$ cat src/rtl/commitPkg.sv
package commitPkg;

    localparam int tagWidth    = 4;
    localparam int tagCount    = 1 << tagWidth;
    localparam int entryWidth  = 23;
    localparam int rdWidth     = 5;
    localparam int pcLowWidth  = entryWidth - 1 - tagWidth - rdWidth;
    localparam int targetWidth = entryWidth - 1 - tagWidth;
    localparam int countWidth  = 16;

    // Kind bit selects the view of a queue word.
    localparam logic kindReg    = 1'b0;
    localparam logic kindBranch = 1'b1;

    // Register-writing operation.
    typedef struct packed {
        logic                  kind;
        logic [tagWidth-1:0]   tag;
        logic [rdWidth-1:0]    rd;
        logic [pcLowWidth-1:0] pcLow;
    } regView;

    // Branch operation whose target is used only on a mispredict.
    typedef struct packed {
        logic                   kind;
        logic [tagWidth-1:0]    tag;
        logic [targetWidth-1:0] target;
    } branchView;

    // Both views keep kind and tag in the top five bits.
    typedef union packed {
        regView    regFields;
        branchView branchFields;
    } commitEntry;

endpackage

$ cat src/rtl/commitQueue.sv
`timescale 1ns/1ps

module commitQueue #(
    parameter int queueDepth = 8
) (
    input  logic                 Clk,
    input  logic                 arstN,
    input  logic                 writeEnable,
    input  commitPkg::commitEntry writeEntry,
    input  logic                 readEnable,
    input  logic                 clean,
    output commitPkg::commitEntry readEntry,
    output commitPkg::commitEntry headEntry,
    output commitPkg::commitEntry lastEntry,
    output logic                 full,
    output logic                 empty
);

    import commitPkg::*;

    // One spare slot tells full from empty.
    localparam int slotCount = queueDepth + 1;
    localparam int ptrWidth  = $clog2(slotCount);

    localparam logic [ptrWidth-1:0] lastSlot   = ptrWidth'(queueDepth);
    localparam logic [ptrWidth:0]   slotCountW = (ptrWidth + 1)'(slotCount);
    localparam logic [ptrWidth:0]   depthW     = (ptrWidth + 1)'(queueDepth);

    commitEntry slots [0:queueDepth];

    logic [ptrWidth-1:0] headPtr;
    logic [ptrWidth-1:0] tailPtr;
    logic [ptrWidth-1:0] lastPtr;
    logic [ptrWidth:0]   used;

    function automatic logic [ptrWidth-1:0] nextPtr(input logic [ptrWidth-1:0] ptr);
        nextPtr = (ptr == lastSlot) ? '0 : ptr + 1'b1;
    endfunction

    always_ff @(posedge Clk or negedge arstN) begin
        if (!arstN) begin
            headPtr <= '0;
            tailPtr <= '0;
        end else if (clean) begin
            headPtr <= '0;
            tailPtr <= '0;
        end else begin
            if (writeEnable) begin
                tailPtr <= nextPtr(tailPtr);
            end
            if (readEnable) begin
                headPtr <= nextPtr(headPtr);
            end
        end
    end

    always_ff @(posedge Clk) begin
        if (writeEnable) begin
            slots[tailPtr] <= writeEntry;
        end
        if (readEnable) begin
            readEntry <= slots[headPtr];
        end
    end

    // Occupancy modulo the slot count.
    always_comb begin
        if (tailPtr >= headPtr) begin
            used = {1'b0, tailPtr} - {1'b0, headPtr};
        end else begin
            used = {1'b0, tailPtr} + slotCountW - {1'b0, headPtr};
        end
    end

    assign lastPtr   = (tailPtr == '0) ? lastSlot : tailPtr - 1'b1;
    assign empty     = (headPtr == tailPtr);
    assign full      = (used == depthW);
    assign headEntry = slots[headPtr];
    assign lastEntry = empty ? commitEntry'('0) : slots[lastPtr];

endmodule

$ cat src/rtl/dispatchPack.sv
`timescale 1ns/1ps

module dispatchPack (
    input  logic                              Clk,
    input  logic                              arstN,
    input  logic                              dispatchValid,
    input  logic                              dispatchReady,
    input  logic                              dispatchKind,
    input  logic [commitPkg::rdWidth-1:0]     dispatchRd,
    input  logic [commitPkg::pcLowWidth-1:0]  dispatchPcLow,
    input  logic [commitPkg::targetWidth-1:0] dispatchTarget,
    input  logic                              flush,
    output logic                              writeEnable,
    output commitPkg::commitEntry             writeEntry
);

    import commitPkg::*;

    logic [tagWidth-1:0] nextTag;

    assign writeEnable = dispatchValid && dispatchReady;

    // Tags restart at zero after a redirect.
    always_ff @(posedge Clk or negedge arstN) begin
        if (!arstN) begin
            nextTag <= '0;
        end else if (flush) begin
            nextTag <= '0;
        end else if (writeEnable) begin
            nextTag <= nextTag + 1'b1;
        end
    end

    always_comb begin
        writeEntry = '0;
        if (dispatchKind == kindBranch) begin
            writeEntry.branchFields.kind   = kindBranch;
            writeEntry.branchFields.tag    = nextTag;
            writeEntry.branchFields.target = dispatchTarget;
        end else begin
            writeEntry.regFields.kind  = kindReg;
            writeEntry.regFields.tag   = nextTag;
            writeEntry.regFields.rd    = dispatchRd;
            writeEntry.regFields.pcLow = dispatchPcLow;
        end
    end

endmodule

$ cat src/rtl/doneTable.sv
`timescale 1ns/1ps

module doneTable (
    input  logic                           Clk,
    input  logic                           arstN,
    input  logic                           wbValid,
    input  logic [commitPkg::tagWidth-1:0] wbTag,
    input  logic                           wbMispredict,
    input  logic [commitPkg::tagWidth-1:0] headTag,
    input  logic                           retireTagClear,
    input  logic                           flush,
    output logic                           headDone,
    output logic                           headMispredict
);

    import commitPkg::*;

    logic [tagCount-1:0] doneBits;
    logic [tagCount-1:0] mispredictBits;

    always_ff @(posedge Clk or negedge arstN) begin
        if (!arstN) begin
            doneBits       <= '0;
            mispredictBits <= '0;
        end else if (flush) begin
            doneBits       <= '0;
            mispredictBits <= '0;
        end else begin
            if (retireTagClear) begin
                doneBits[headTag]       <= 1'b0;
                mispredictBits[headTag] <= 1'b0;
            end
            // A writeback to a reused tag wins over the clear.
            if (wbValid) begin
                doneBits[wbTag]       <= 1'b1;
                mispredictBits[wbTag] <= wbMispredict;
            end
        end
    end

    assign headDone       = doneBits[headTag];
    assign headMispredict = mispredictBits[headTag];

endmodule

$ cat src/rtl/commitCtrl.sv
`timescale 1ns/1ps

module commitCtrl #(
    parameter int queueDepth = 8
) (
    input  logic Clk,
    input  logic arstN,
    input  logic empty,
    input  logic full,
    input  logic headDone,
    input  logic headMispredict,
    input  logic flush,
    output logic readEnable,
    output logic retireTagClear,
    output logic retireStrobe,
    output logic retireMispredict,
    output logic dispatchReady
);

    import commitPkg::*;

    // Queued entries need distinct tags.
    if (queueDepth > tagCount) begin : depthCheck
        $error("queueDepth exceeds the tag space");
    end

    // No pop in the redirect cycle because the younger head is being flushed.
    assign readEnable     = !empty && headDone && !flush;
    assign retireTagClear = readEnable;
    assign dispatchReady  = !full && !flush;

    // Lines the retire decision up with the registered queue output.
    always_ff @(posedge Clk or negedge arstN) begin
        if (!arstN) begin
            retireStrobe     <= 1'b0;
            retireMispredict <= 1'b0;
        end else begin
            retireStrobe     <= readEnable;
            retireMispredict <= readEnable && headMispredict;
        end
    end

endmodule

$ cat src/rtl/retireDecode.sv
`timescale 1ns/1ps

module retireDecode (
    input  logic                              Clk,
    input  logic                              arstN,
    input  logic                              retireStrobe,
    input  logic                              retireMispredict,
    input  commitPkg::commitEntry             readEntry,
    output logic                              commitValid,
    output logic [commitPkg::rdWidth-1:0]     commitRd,
    output logic [commitPkg::tagWidth-1:0]    commitTag,
    output logic                              redirectValid,
    output logic [commitPkg::targetWidth-1:0] redirectTarget,
    output logic                              flush,
    output logic [commitPkg::countWidth-1:0]  retiredCount
);

    import commitPkg::*;

    logic isBranch;

    assign isBranch = (readEntry.branchFields.kind == kindBranch);

    assign commitValid = retireStrobe && !isBranch;
    assign commitRd    = readEntry.regFields.rd;
    assign commitTag   = readEntry.regFields.tag;

    // A correctly predicted branch retires without a redirect.
    assign redirectValid  = retireStrobe && isBranch && retireMispredict;
    assign redirectTarget = readEntry.branchFields.target;
    assign flush          = redirectValid;

    always_ff @(posedge Clk or negedge arstN) begin
        if (!arstN) begin
            retiredCount <= '0;
        end else if (retireStrobe) begin
            retiredCount <= retiredCount + 1'b1;
        end
    end

endmodule

$ cat src/rtl/commitTop.sv
`timescale 1ns/1ps

module commitTop #(
    parameter int queueDepth = 8
) (
    input  logic                              Clk,
    input  logic                              arstN,
    input  logic                              dispatchValid,
    input  logic                              dispatchKind,
    input  logic [commitPkg::rdWidth-1:0]     dispatchRd,
    input  logic [commitPkg::pcLowWidth-1:0]  dispatchPcLow,
    input  logic [commitPkg::targetWidth-1:0] dispatchTarget,
    input  logic                              wbValid,
    input  logic [commitPkg::tagWidth-1:0]    wbTag,
    input  logic                              wbMispredict,
    output logic                              dispatchReady,
    output logic                              commitValid,
    output logic [commitPkg::rdWidth-1:0]     commitRd,
    output logic [commitPkg::tagWidth-1:0]    commitTag,
    output logic                              redirectValid,
    output logic [commitPkg::targetWidth-1:0] redirectTarget,
    output logic [commitPkg::countWidth-1:0]  retiredCount
);

    import commitPkg::*;

    commitEntry          writeEntry;
    commitEntry          readEntry;
    commitEntry          headEntry;
    logic                writeEnable;
    logic                readEnable;
    logic                full;
    logic                empty;
    logic                flush;
    logic [tagWidth-1:0] headTag;
    logic                headDone;
    logic                headMispredict;
    logic                retireTagClear;
    logic                retireStrobe;
    logic                retireMispredict;

    assign headTag = headEntry.regFields.tag;

    dispatchPack i_dispatch (
        .Clk            (Clk),
        .arstN          (arstN),
        .dispatchValid  (dispatchValid),
        .dispatchReady  (dispatchReady),
        .dispatchKind   (dispatchKind),
        .dispatchRd     (dispatchRd),
        .dispatchPcLow  (dispatchPcLow),
        .dispatchTarget (dispatchTarget),
        .flush          (flush),
        .writeEnable    (writeEnable),
        .writeEntry     (writeEntry)
    );

    commitQueue #(
        .queueDepth (queueDepth)
    ) i_queue (
        .Clk         (Clk),
        .arstN       (arstN),
        .writeEnable (writeEnable),
        .writeEntry  (writeEntry),
        .readEnable  (readEnable),
        .clean       (flush),
        .readEntry   (readEntry),
        .headEntry   (headEntry),
        .lastEntry   (),
        .full        (full),
        .empty       (empty)
    );

    doneTable i_done (
        .Clk            (Clk),
        .arstN          (arstN),
        .wbValid        (wbValid),
        .wbTag          (wbTag),
        .wbMispredict   (wbMispredict),
        .headTag        (headTag),
        .retireTagClear (retireTagClear),
        .flush          (flush),
        .headDone       (headDone),
        .headMispredict (headMispredict)
    );

    commitCtrl #(
        .queueDepth (queueDepth)
    ) i_ctrl (
        .Clk              (Clk),
        .arstN            (arstN),
        .empty            (empty),
        .full             (full),
        .headDone         (headDone),
        .headMispredict   (headMispredict),
        .flush            (flush),
        .readEnable       (readEnable),
        .retireTagClear   (retireTagClear),
        .retireStrobe     (retireStrobe),
        .retireMispredict (retireMispredict),
        .dispatchReady    (dispatchReady)
    );

    retireDecode i_retire (
        .Clk              (Clk),
        .arstN            (arstN),
        .retireStrobe     (retireStrobe),
        .retireMispredict (retireMispredict),
        .readEntry        (readEntry),
        .commitValid      (commitValid),
        .commitRd         (commitRd),
        .commitTag        (commitTag),
        .redirectValid    (redirectValid),
        .redirectTarget   (redirectTarget),
        .flush            (flush),
        .retiredCount     (retiredCount)
    );

endmodule

$ cat config.mk
export PLATFORM = sky130hd
export DESIGN_NAME = commitTop
export DESIGN_NICKNAME = d
export VERILOG_FILES = /design/src/rtl/commitPkg.sv /design/src/rtl/commitQueue.sv /design/src/rtl/dispatchPack.sv /design/src/rtl/doneTable.sv /design/src/rtl/commitCtrl.sv /design/src/rtl/retireDecode.sv /design/src/rtl/commitTop.sv
export SDC_FILE = /design/constraint.sdc
export NUM_CORES = 1
export LEC_CHECK = 0
export BUFFER_PORTS_ARGS = -buffer_cell sky130_fd_sc_hd__buf_2
export CAP_MARGIN = 20
export CORE_MARGIN = 3
export CORE_UTILIZATION = 33
export DETAILED_ROUTE_END_ITERATION = 8
export HOLD_SLACK_MARGIN = 0.02
export PLACE_DENSITY = 0.52
export SETUP_SLACK_MARGIN = 0.05
export SLEW_MARGIN = 20
export SYNTH_ARGS = -nofsm -noshare
export SYNTH_HDL_FRONTEND = slang
export SYNTH_HIERARCHICAL = 1
export SYNTH_SLANG_ARGS = --single-unit
$ cat constraint.sdc
create_clock -name Clk -period 12.24 [get_ports Clk]
set_input_delay 1.836 -clock Clk [delete_from_list [all_inputs] [get_ports Clk]]
set_output_delay 1.836 -clock Clk [all_outputs]
set_load 0.02 [all_outputs]
Word level (Yosys, flattened, before mapping)
Memory sizes are Yosys's and may differ from the RTL's. Cells that the tools add are included.

Bits in writable memories: 207. Input bits: 46. Logic and storage cells: 75. Memories: 1. Bits in registers: 85. Output and inout port bits: 46.

Memories: i_queue.slots (depth 9, bits a word 23, read ports 1, clocked after Yosys merged registers in 0, write ports 1, RTL line commitQueue.sv:29) `commitEntry slots [0:queueDepth];`.

Muxes and demuxes: 29. Bitwise gates (word level): 4. Add/sub/neg operators: 7. Equal/unequal tests: 4. $lt $le $gt $ge: 5. Reduce and logical (&&, ||, !) cells: 16.

Operators with widths (number): 16-bit 2-to-1 mux (8); 16-bit bitwise AND (2); 4-bit 2-to-1 mux (8); 23-bit 2-to-1 mux (1); 16-bit by 1-bit adder with 16-bit output (second input constant) (1); 16-bit bitwise mux (1); 16-bit inverter (1); 16-bit bitwise OR (1); 4-bit by 1-bit adder with 4-bit output (second input constant) (3); 1-bit logical AND (10); 4-bit by 5-bit < comparator with 1-bit output (second input constant) (2); 1-bit binary-select mux with 4-bit select (2); 1-bit demux with 4-bit select (2); 4-bit equality test (second input constant) (2); 4-bit by 1-bit greater-or-equal comparator with 1-bit output (second input constant) (2); 1-bit 2-to-1 mux (6); 4-bit by 4-bit adder with 5-bit output (second input constant) (1); 5-bit by 4-bit equality test with 1-bit output (second input constant) (1); 5-bit 2-to-1 mux (1); 4-bit by 4-bit subtractor with 5-bit output (1); 5-bit by 4-bit subtractor with 5-bit output (1); 4-bit equality test (1); 4-bit greater-or-equal comparator (1); 1-bit zero test (4); 2-bit nonzero test (2).

Longest topological paths before layout
Gate-level depths: netlist of the first run. An unclocked memory read counts as a cell.

Word-level depth: 12. Depth in mapped cells: 19.

Cells and area by module
Netlist of the first run, hierarchy kept.

Modules (own cells, without submodules): commitQueue (times used 1, area an instance 11208.2 µm², cells an instance 697, sequential area each 7106.8 µm²); doneTable (times used 1, area an instance 1824.2 µm², cells an instance 188, sequential area each 800.8 µm²); retireDecode (times used 1, area an instance 939.7 µm², cells an instance 85, sequential area each 400.4 µm²); dispatchPack (times used 1, area an instance 414.1 µm², cells an instance 40, sequential area each 100.1 µm²); commitCtrl (times used 1, area an instance 81.3 µm², cells an instance 6, sequential area each 50.0 µm²).

Least setup slack after synthesis of the first run
No wires, ideal clock.

Path kind: register -> register. Start: register i_queue.headPtr[0]. End: register i_done.mispredictBits[12]. Period minus slack after synthesis: 5571 ps. Arrival time: 5435 ps. Required time: 12104 ps. Setup slack: 6669 ps. Setup time: 136 ps. Stages on the path, launching flop included: 15. Buffers on the path: 4. Cell sequence: dfrtp_1 buf_2 mux4_2 mux2i_1 o21ai_0 buf_6 mux4_1 nand3_1 nand3_1 nor3b_1 buf_4 or3b_1 clkbuf_1 o221ai_1 a21oi_1.

RTL lines: start: declaration (RTL line commitQueue.sv:31) `logic [ptrWidth-1:0] headPtr;`; start signal: assignment (RTL line commitQueue.sv:52) `headPtr <= nextPtr(headPtr);`; end signal: indexed assignment (RTL line doneTable.sv:36) `mispredictBits[wbTag] <= wbMispredict;`; end: declaration (RTL line doneTable.sv:19) `logic [tagCount-1:0] mispredictBits;`.

Worst setup path after layout of the first run
Start: register i_queue.headPtr[3]. End: output port dispatchReady.

Word-level cells in the longest chain between the ends: 5.

RTL lines: 5-bit by 4-bit subtractor with 5-bit output, or another cell as far along (RTL line commitQueue.sv:71) `used = {1'b0, tailPtr} + slotCountW - {1'b0, headPtr};`; 5-bit 2-to-1 mux (*) (RTL line commitQueue.sv:68) `if (tailPtr >= headPtr) begin`; 5-bit by 4-bit equality test with 1-bit output (*) (RTL line commitQueue.sv:77) `assign full = (used == depthW);`; via full (RTL line commitTop.sv:32) `logic full;`; 1-bit zero test (*) (RTL line commitCtrl.sv:30) `assign dispatchReady = !full && !flush;`; 1-bit logical AND (*) (RTL line commitCtrl.sv:30); end: declaration (RTL line commitTop.sv:16) `output logic dispatchReady,`.

Mark *: on every way through the listed nets, which the timed path passes. The rest lies on a longest branch.

==> metrics.cfg, run 1 <==
[yosys]
synth.net_count = 857
yosys_warnings = 6
syn_inst = 791
syn_area_per_cell_sq_um = 15.9
synth_area_sq_um = 12600

[sta]
period_minus_slack_ns = 5.39
fmax_ghz = 0.186
fin_tns_setup_ns = 0
post-route-period-util_pct = 44.0
slew_headroom_pct = 35.3
hold_viol_final = 0
worstMarginPinSlew_ns = 0.970
rsz0062_at_grt = false
setup_viol = 0
drv_slew = 0
clock_skew_ns = 0.0237
setup_ws_ns = 6.85

[placed_design]
dp_cells = 1327
gp_congestion = 0.780
port_buffers = 91
pre_cts_slack_ns = 7.31
dpl.hpwl_mm = 15.2

[pwr]
p_sw_uw = 1340
switching_share_pct = 35.2
power_frac_seq_pct = 40.9
intPower_uw = 2460
clkPwrFrac_pct = 24.8
p_per_area_nw_per_um2 = 262
vdd_ir_drop_max_v = 0.000219
p_leak_uw = 0.00521
comb_power_share_pct = 34.3

[die]
die_area_sq_um = 40600
die_h_um = 202
ios = 92
core_area_sq_um = 37100
num_rows = 70
start_util_pct = 34.0
die_x_um = 202

[cts]
holdBufCountCts = 0
clockRootBuffer = clkbuf_16
htree_levels = 2
path_clk_slew_ns = 0.06
numCtsBuffers = 34
post_cts_buffers = 0
cts_tree = yes
clock_path_buffers = 3
clkSinkCount = 292
cts_resized = 0
clk_latency_ns = 0.51

[route]
vias = 6870
drcViolationCount = 0
wire_per_inst_um = 19.4
vias_per_cell = 4.95
final_antenna_net_count = 0
drt_iter0_markers = 388
firstDrtPassIters = 4
totalWireLength_mm = 26.9

[grt]
grt_pass1_wl_mm = 42.3
grt_start_max_net_pins = 63
grt_use_total_pct = 13.2
grt_pass1_vias = 7005
antenna_found_initial = 0
grt_overflow = 0

[critical_path]
max_stage_delay_ns = 1.00
path_cells = inv_1 -> ha_1 -> inv_1 -> ha_1 -> nor3b_1 -> a21oi_1 -> xor2_1 -> o31a_1 -> o32ai_1 -> nor2_1 -> buf_2
cpMaxStageDelayCell = dfrtp_2
critPathKind = reg -> out
path_delay_family = flip-flops
cp-start-kind = register
cp.required_ns = 10.40
endpoint_kind = primary output
worst-path-buf-inv = 3
crit_path_max_fanout = 52
cp_data_arrival_time_ns = 3.55

[run_status]
outcome = complete, no violations

[layout]
antennaDiodeCount = 0
multi_input_area_sq_um = 3690
post-route-util_pct = 39.0
nNetsFinal = 926
syn_to_final_growth_pct = 14.8
drive_gt1_share_pct = 28.4
final_cells = 1389
seq_area_sq_um = 8460
nFillCells = 3521

[worst_hold_path]
hp-class = reg -> reg

[run]
maxCapViolations = 0

## flip-flops by register name, summed over array words and instances, names as in the netlist
signal	cells
i_done/mispredictBits	16
i_ctrl/retireMispredict	1
i_dispatch/nextTag	4
i_done/doneBits	16
i_retire/retiredCount	16
i_queue/headPtr	4
i_queue/readEntry	23
i_ctrl/retireStrobe	1
i_queue/tailPtr	4
i_queue/slots	207
## cell usage in the layout, fill, tap and decap left out, drive strengths merged, types with 26 or more instances in the layout
master	instances
dfrtp	62
o21ai	47
edfxtp	230
mux4	54
buf	109
nand3	34
nand2	55
a21oi	40
clkbuf	42
mux2i	26
## layout make-up
type                    instances  area share (%)
clock buffers                  42            6.22
flip-flops and latches        292            58.4
inverters                      12           0.311
repair buffers                109            4.16
multi-input cells             411            25.5
well taps                     504            4.35
clock inverters                19            1.02
## final timing paths
| kind | startpoint | endpoint | slack [ns] | depth (start not counted) |
|---|---|---|---|---|
| setup reg to reg | i_queue/headPtr[3]$_DFFE_PN0P_ | i_queue/slots[6][19]$_DFFE_PP_ | 7.77 | 15 |
| min in group asynchronous | arstN | i_done/mispredictBits[5]$_DFF_PN0_ | 1.51 | 2 |
| hold reg to reg | i_retire/retiredCount[15]$_DFFE_PN0P_ | i_retire/retiredCount[15]$_DFFE_PN0P_ | 0.46 | 1 |
| setup / recovery | i_queue/headPtr[3]$_DFFE_PN0P_ | dispatchReady | 6.85 | 11 |
| hold / removal | i_retire/retiredCount[15]$_DFFE_PN0P_ | i_retire/retiredCount[15]$_DFFE_PN0P_ | 0.46 | 1 |
| max in group asynchronous | arstN | i_queue/headPtr[0]$_DFFE_PN0P_ | 10.07 | 2 |
## power by group through the flow
| stage | logic, uW | registers, uW | clock network [uW] |
|---|---|---|---|
| 6_report | 1300 | 1550 | 941 |
| 5_1_grt | 1440 | 1580 | 1010 |
| 4_1_cts | 1300 | 1580 | 972 |
| 3_5_place_dp | 1290 | 1600 | 0 |
| 3_3_place_gp | 1290 | 1600 | 0 |
| 2_1_floorplan | 1050 | 1500 | 0 |
## per-layer routing
metal  track usage [%]  wire length (um)
met1              18.9             12600
met2              21.4             12900
met3              2.39              1130
met4              2.72               315
met5                 0                 0
## metrics by stage
| step | power [uW] | instance area (sq um) | hold WS [ns] |
|---|---|---|---|
| 2_1_floorplan | 2550 | 12600 | 0.500 |
| 3_3_place_gp | 2890 | 13400 | 0.456 |
| 3_5_place_dp | 2890 | 13400 | 0.461 |
| 4_1_cts | 3850 | 14500 | 0.469 |
| 5_1_grt | 4040 | 14500 | 0.477 |
| 6_report | 3790 | 14500 | 0.464 |
No activity file was read; power rests on OpenSTA's default activity.
==> run 2: changes to the inputs <==
clock period = 5.25 ns   (was 12.24 ns; I/O delays follow)
==> metrics.cfg, run 2 (synthesis gave the netlist of run 1 again) <==
[sta]
rsz0062_at_grt = false
slew_headroom_pct = 36.1
clock_skew_ns = 0.0299
drv_slew = 0
hold_viol_final = 0
post-route-period-util_pct = 77.2
fin_tns_setup_ns = 0
worstMarginPinSlew_ns = 0.949
setup_viol = 0
fmax_ghz = 0.247
period_minus_slack_ns = 4.05

[layout]
final_cell_mix = 230 x edfxtp_1, 91 x buf_2, 59 x dfrtp_1
largest_register_ffs = 207
drive_gt1_share_pct = 28.9
nNetsFinal = 930
nFillCells = 3448
syn_to_final_growth_pct = 16.7
antennaDiodeCount = 0
post-route-cell-area_sq_um = 14700
top_register = i_queue/slots
final_common_cell = edfxtp_1
reg_top3 = i_queue/slots (207), i_queue/readEntry (23)

[route]
drcViolationCount = 0
totalWireLength_mm = 27.3
final_antenna_net_count = 0
vias_per_cell = 4.98
drt_iter0_markers = 566
firstDrtPassIters = 4
wire_per_inst_um = 19.6
vias = 6948

[run_status]
outcome = complete, no violations

[grt]
grt_start_max_net_pins = 52
grt_overflow = 0
grt_pass1_wl_mm = 42.9
antenna_found_initial = 0
grt_pass1_vias = 7153
grt_use_total_pct = 13.4

[pwr]
p_per_area_nw_per_um2 = 622
clkPwrFrac_pct = 26.2
switching_share_pct = 35.0
comb_power_share_pct = 34.8
power_frac_seq_pct = 39.0
p_total_uw = 9160
p_leak_uw = 0.00529
vdd_ir_drop_max_v = 0.000295
intPower_uw = 5950
p_sw_uw = 3210

[cts]
clock_path_buffers = 3
clockRootBuffer = clkbuf_16
post_cts_buffers = 0
htree_levels = 2
clk_latency_ns = 0.53
cts_resized = 0
holdBufCountCts = 0
numCtsBuffers = 35
cts_tree = yes
path_clk_slew_ns = 0.06
clkSinkCount = 292

[critical_path]
endpoint_kind = register
rr_endpoint = i_queue/slots[2][16]$_DFFE_PP_
r2r-start = i_queue/tailPtr[2]$_DFFE_PN0P_
cp.required_ns = 5.44
cp-start-kind = register
cp_data_arrival_time_ns = 4.24
rrSetupSlack_ns = 1.20
critPathLaunch = i_queue/tailPtr[2]$_DFFE_PN0P_
critPathKind = reg -> reg
crit_path_max_fanout = 14
reg2reg_depth = 13

[placed_design]
dpl.hpwl_mm = 16.2
placed_area_sq_um = 13600
port_buffers = 91
gp_congestion = 0.780

[die]
core_area_sq_um = 37100
start_util_pct = 34.0
ios = 92
die_area_sq_um = 40600
die_h_um = 202
num_rows = 70
die_x_um = 202

[worst_hold_path]
hp-class = in -> async

[run]
maxCapViolations = 0

## run 2: worst max path at each step
stage | slack [ns] | cells after the start | endpoint
after CTS | 1.12 | 11 | i_done/mispredictBits[12]$_DFF_PN0_
after floorplan | 0.58 | 17 | i_queue/slots[7][0]$_DFFE_PP_
after global routing | 0.81 | 11 | i_done/doneBits[0]$_DFF_PN0_
after detailed placement | 1.15 | 11 | i_done/mispredictBits[12]$_DFF_PN0_
after global placement | 1.22 | 14 | i_queue/slots[2][20]$_DFFE_PP_
final | 1.20 | 13 | i_queue/slots[2][16]$_DFFE_PP_
## run 2: final cells by class
cell class / instances / area [sq um] / share of cell area, %
sequential: 292 / 8460 / 57.5
multi-input combinational: 411 / 3730 / 25.4
clock buffer: 42 / 902 / 6.13
timing repair buffer: 112 / 688 / 4.68
tap: 504 / 631 / 4.28
clock inverter: 21 / 255 / 1.73
inverter: 12 / 45.0 / 0.306
## run 2: per-layer routing
metal | routed length [um] | track usage, % | up-vias | part of all wire (%)
li1 | - | - | 3172 | -
met1 | 13100 | 19.4 | 3594 | 48
met2 | 12700 | 21.0 | 138 | 46
met3 | 1010 | 2.22 | 44 | 3.7
met4 | 576 | 3.64 | 0 | 2.1
met5 | 0 | 0 | - | 0
## run 2: stage by stage
step	hold slack [ns]	util, %	instances	worst slack, ns
after floorplan	0.492	-	791	0.584
after global placement	0.457	36.5	1331	1.22
after detailed placement	0.466	36.5	1331	1.15
after CTS	0.153	39.6	1394	1.12
after global routing	0.172	39.6	1394	0.815
final	0.161	39.6	1394	1.20
## run 2: power groups by stage
stage | Clock (uW) | Combinational [uW] | Sequential [uW]
6_report | 2400 | 3190 | 3570
5_1_grt | 2560 | 3530 | 3640
4_1_cts | 2470 | 3250 | 3580
3_5_place_dp | 0 | 3230 | 3620
3_3_place_gp | 0 | 3230 | 3610
2_1_floorplan | 0 | 2450 | 3480
## run 2: worst max-delay path, cell delays in order (launching register included)
cell and delay, ns:
dfrtp_1 0.74, ha_1 0.42, xnor2_1 0.16, ha_1 0.19, o21bai_1 0.17, nand3_1 0.09, o31a_1 0.13, o32ai_1 0.07
nor2_1 0.25, nand2_2 0.14, inv_1 0.26, nand2_1 0.17, nor3_4 0.55, buf_4 0.38
==> run 3: changes to the inputs <==
clock period = 3.89 ns   (was 5.25 ns; I/O delays follow)
==> metrics.cfg, run 3 (synthesis gave the netlist of run 1 again) <==
[critical_path]
critPathLaunch = i_queue/headPtr[1]$_DFFE_PN0P_
critPathKind = reg -> reg
worst-path-buf-inv = 2
cp.required_ns = 4.31
path_cells = buf_4 -> mux4_2 -> mux2i_1 -> o21ai_2 -> buf_4 -> mux4_2 -> nand3_1 -> nand3_1 -> nor3b_4 -> or3b_1 -> o221ai_2 -> a21oi_1
cp_data_arrival_time_ns = 3.97
path_delay_family = simple AND/OR/NAND/NOR gates
max_stage_delay_ns = 0.57
cp-start-kind = register
cpMaxStageDelayCell = or3b_1
r2r-start = i_queue/headPtr[1]$_DFFE_PN0P_
crit_path_max_fanout = 12
endpoint_kind = register

[cts]
clkSinkCount = 292
cts_tree = yes
post_cts_buffers = 0
path_clk_slew_ns = 0.06
clock_path_buffers = 3
numCtsBuffers = 31
htree_levels = 1
holdBufCountCts = 0
clk_latency_ns = 0.56
clockRootBuffer = clkbuf_16
cts_resized = 0

[grt]
grt_pass1_vias = 7333
grt_start_max_net_pins = 52
grt_use_total_pct = 13.7
grt_overflow = 0
grt_pass1_wl_mm = 44.2
antenna_found_initial = 0

[placed_design]
dp_cells = 1340
placed_area_sq_um = 13700
port_buffers = 91
pre_cts_slack_ns = 0.316
dpl.hpwl_mm = 16.7
gp_congestion = 0.752

[route]
drt_iter0_markers = 571
vias_per_cell = 4.97
drcViolationCount = 0
wire_per_inst_um = 19.9
final_antenna_net_count = 0
totalWireLength_mm = 27.8
firstDrtPassIters = 5
vias = 6941

[die]
die_area_sq_um = 40600
die_h_um = 202
core_area_sq_um = 37100
ios = 92
start_util_pct = 34.0
die_x_um = 202
num_rows = 70

[layout]
reg_top3 = i_queue/slots (207), i_queue/readEntry (23)
top_register = i_queue/slots
post-route-cell-area_sq_um = 14600
nNetsFinal = 935
antennaDiodeCount = 0
final_cells = 1396
final_common_cell = edfxtp_1
nFillCells = 3476
largest_register_ffs = 207
drive_gt1_share_pct = 29.1
final_cell_mix = 230 x edfxtp_1, 91 x buf_2, 59 x dfrtp_1
syn_to_final_growth_pct = 15.7

[sta]
clock_skew_ns = 0.0237
holdWs_ns = 0.118
hold_viol_final = 0
rsz0062_at_grt = false
fmax_ghz = 0.281
setup_viol = 0
setup_ws_ns = 0.331
drv_slew = 0
fin_tns_setup_ns = 0
period_minus_slack_ns = 3.56
slew_headroom_pct = 46.9
post-route-period-util_pct = 91.5
worstMarginPinSlew_ns = 0.796

[pwr]
p_per_area_nw_per_um2 = 813
vdd_ir_drop_max_v = 0.000518
p_leak_uw = 0.00521

[run]
maxCapViolations = 0

[worst_hold_path]
hp-class = in -> async

[run_status]
outcome = complete, no violations

-- run 3: per-stage QoR --
stage	util (%)	total power [uW]
5_1_grt	39.3	12700
3_5_place_dp	36.9	9420
4_1_cts	39.3	12100
6_report	39.3	11900
3_3_place_gp	36.9	9400
2_1_floorplan	-	8180
-- run 3: cell type report --
type                    count  area (sq um)  area share (%)
clock inverters            12          61.3           0.420
multi-input cells         411          3780            25.9
inverters                  12          45.0           0.308
well taps                 504           631            4.32
repair buffers            121           793            5.43
flip-flops and latches    292          8460            58.0
clock buffers              44           825            5.65
-- run 3: final timing paths --
path / endpoint / slack, ns / cells after the start
max: i_done/mispredictBits[12]$_DFF_PN0_ / 0.33 / 12
min: i_done/mispredictBits[7]$_DFF_PN0_ / 0.12 / 1
max reg2reg: i_done/mispredictBits[12]$_DFF_PN0_ / 0.33 / 12
min reg2reg: i_retire/retiredCount[15]$_DFFE_PN0P_ / 0.46 / 1
max in group asynchronous: i_retire/retiredCount[15]$_DFFE_PN0P_ / 2.96 / 2
min in group Clk: i_dispatch/nextTag[1]$_DFFE_PN0P_ / 0.36 / 3
-- run 3: metal layers --
metal	track usage [%]	vias up	part of all wire (%)
met1	19.0	3541	45
met5	0	-	0
li1	-	3178	-
met4	2.87	0	1.9
met2	23.3	182	49
met3	1.93	40	4.4
-- run 3: power breakdown --
part / internal [uW] / switching [uW]
clock: 1460 / 1140
sequential: 4340 / 411
combinational: 1810 / 2700
total: 7620 / 4250
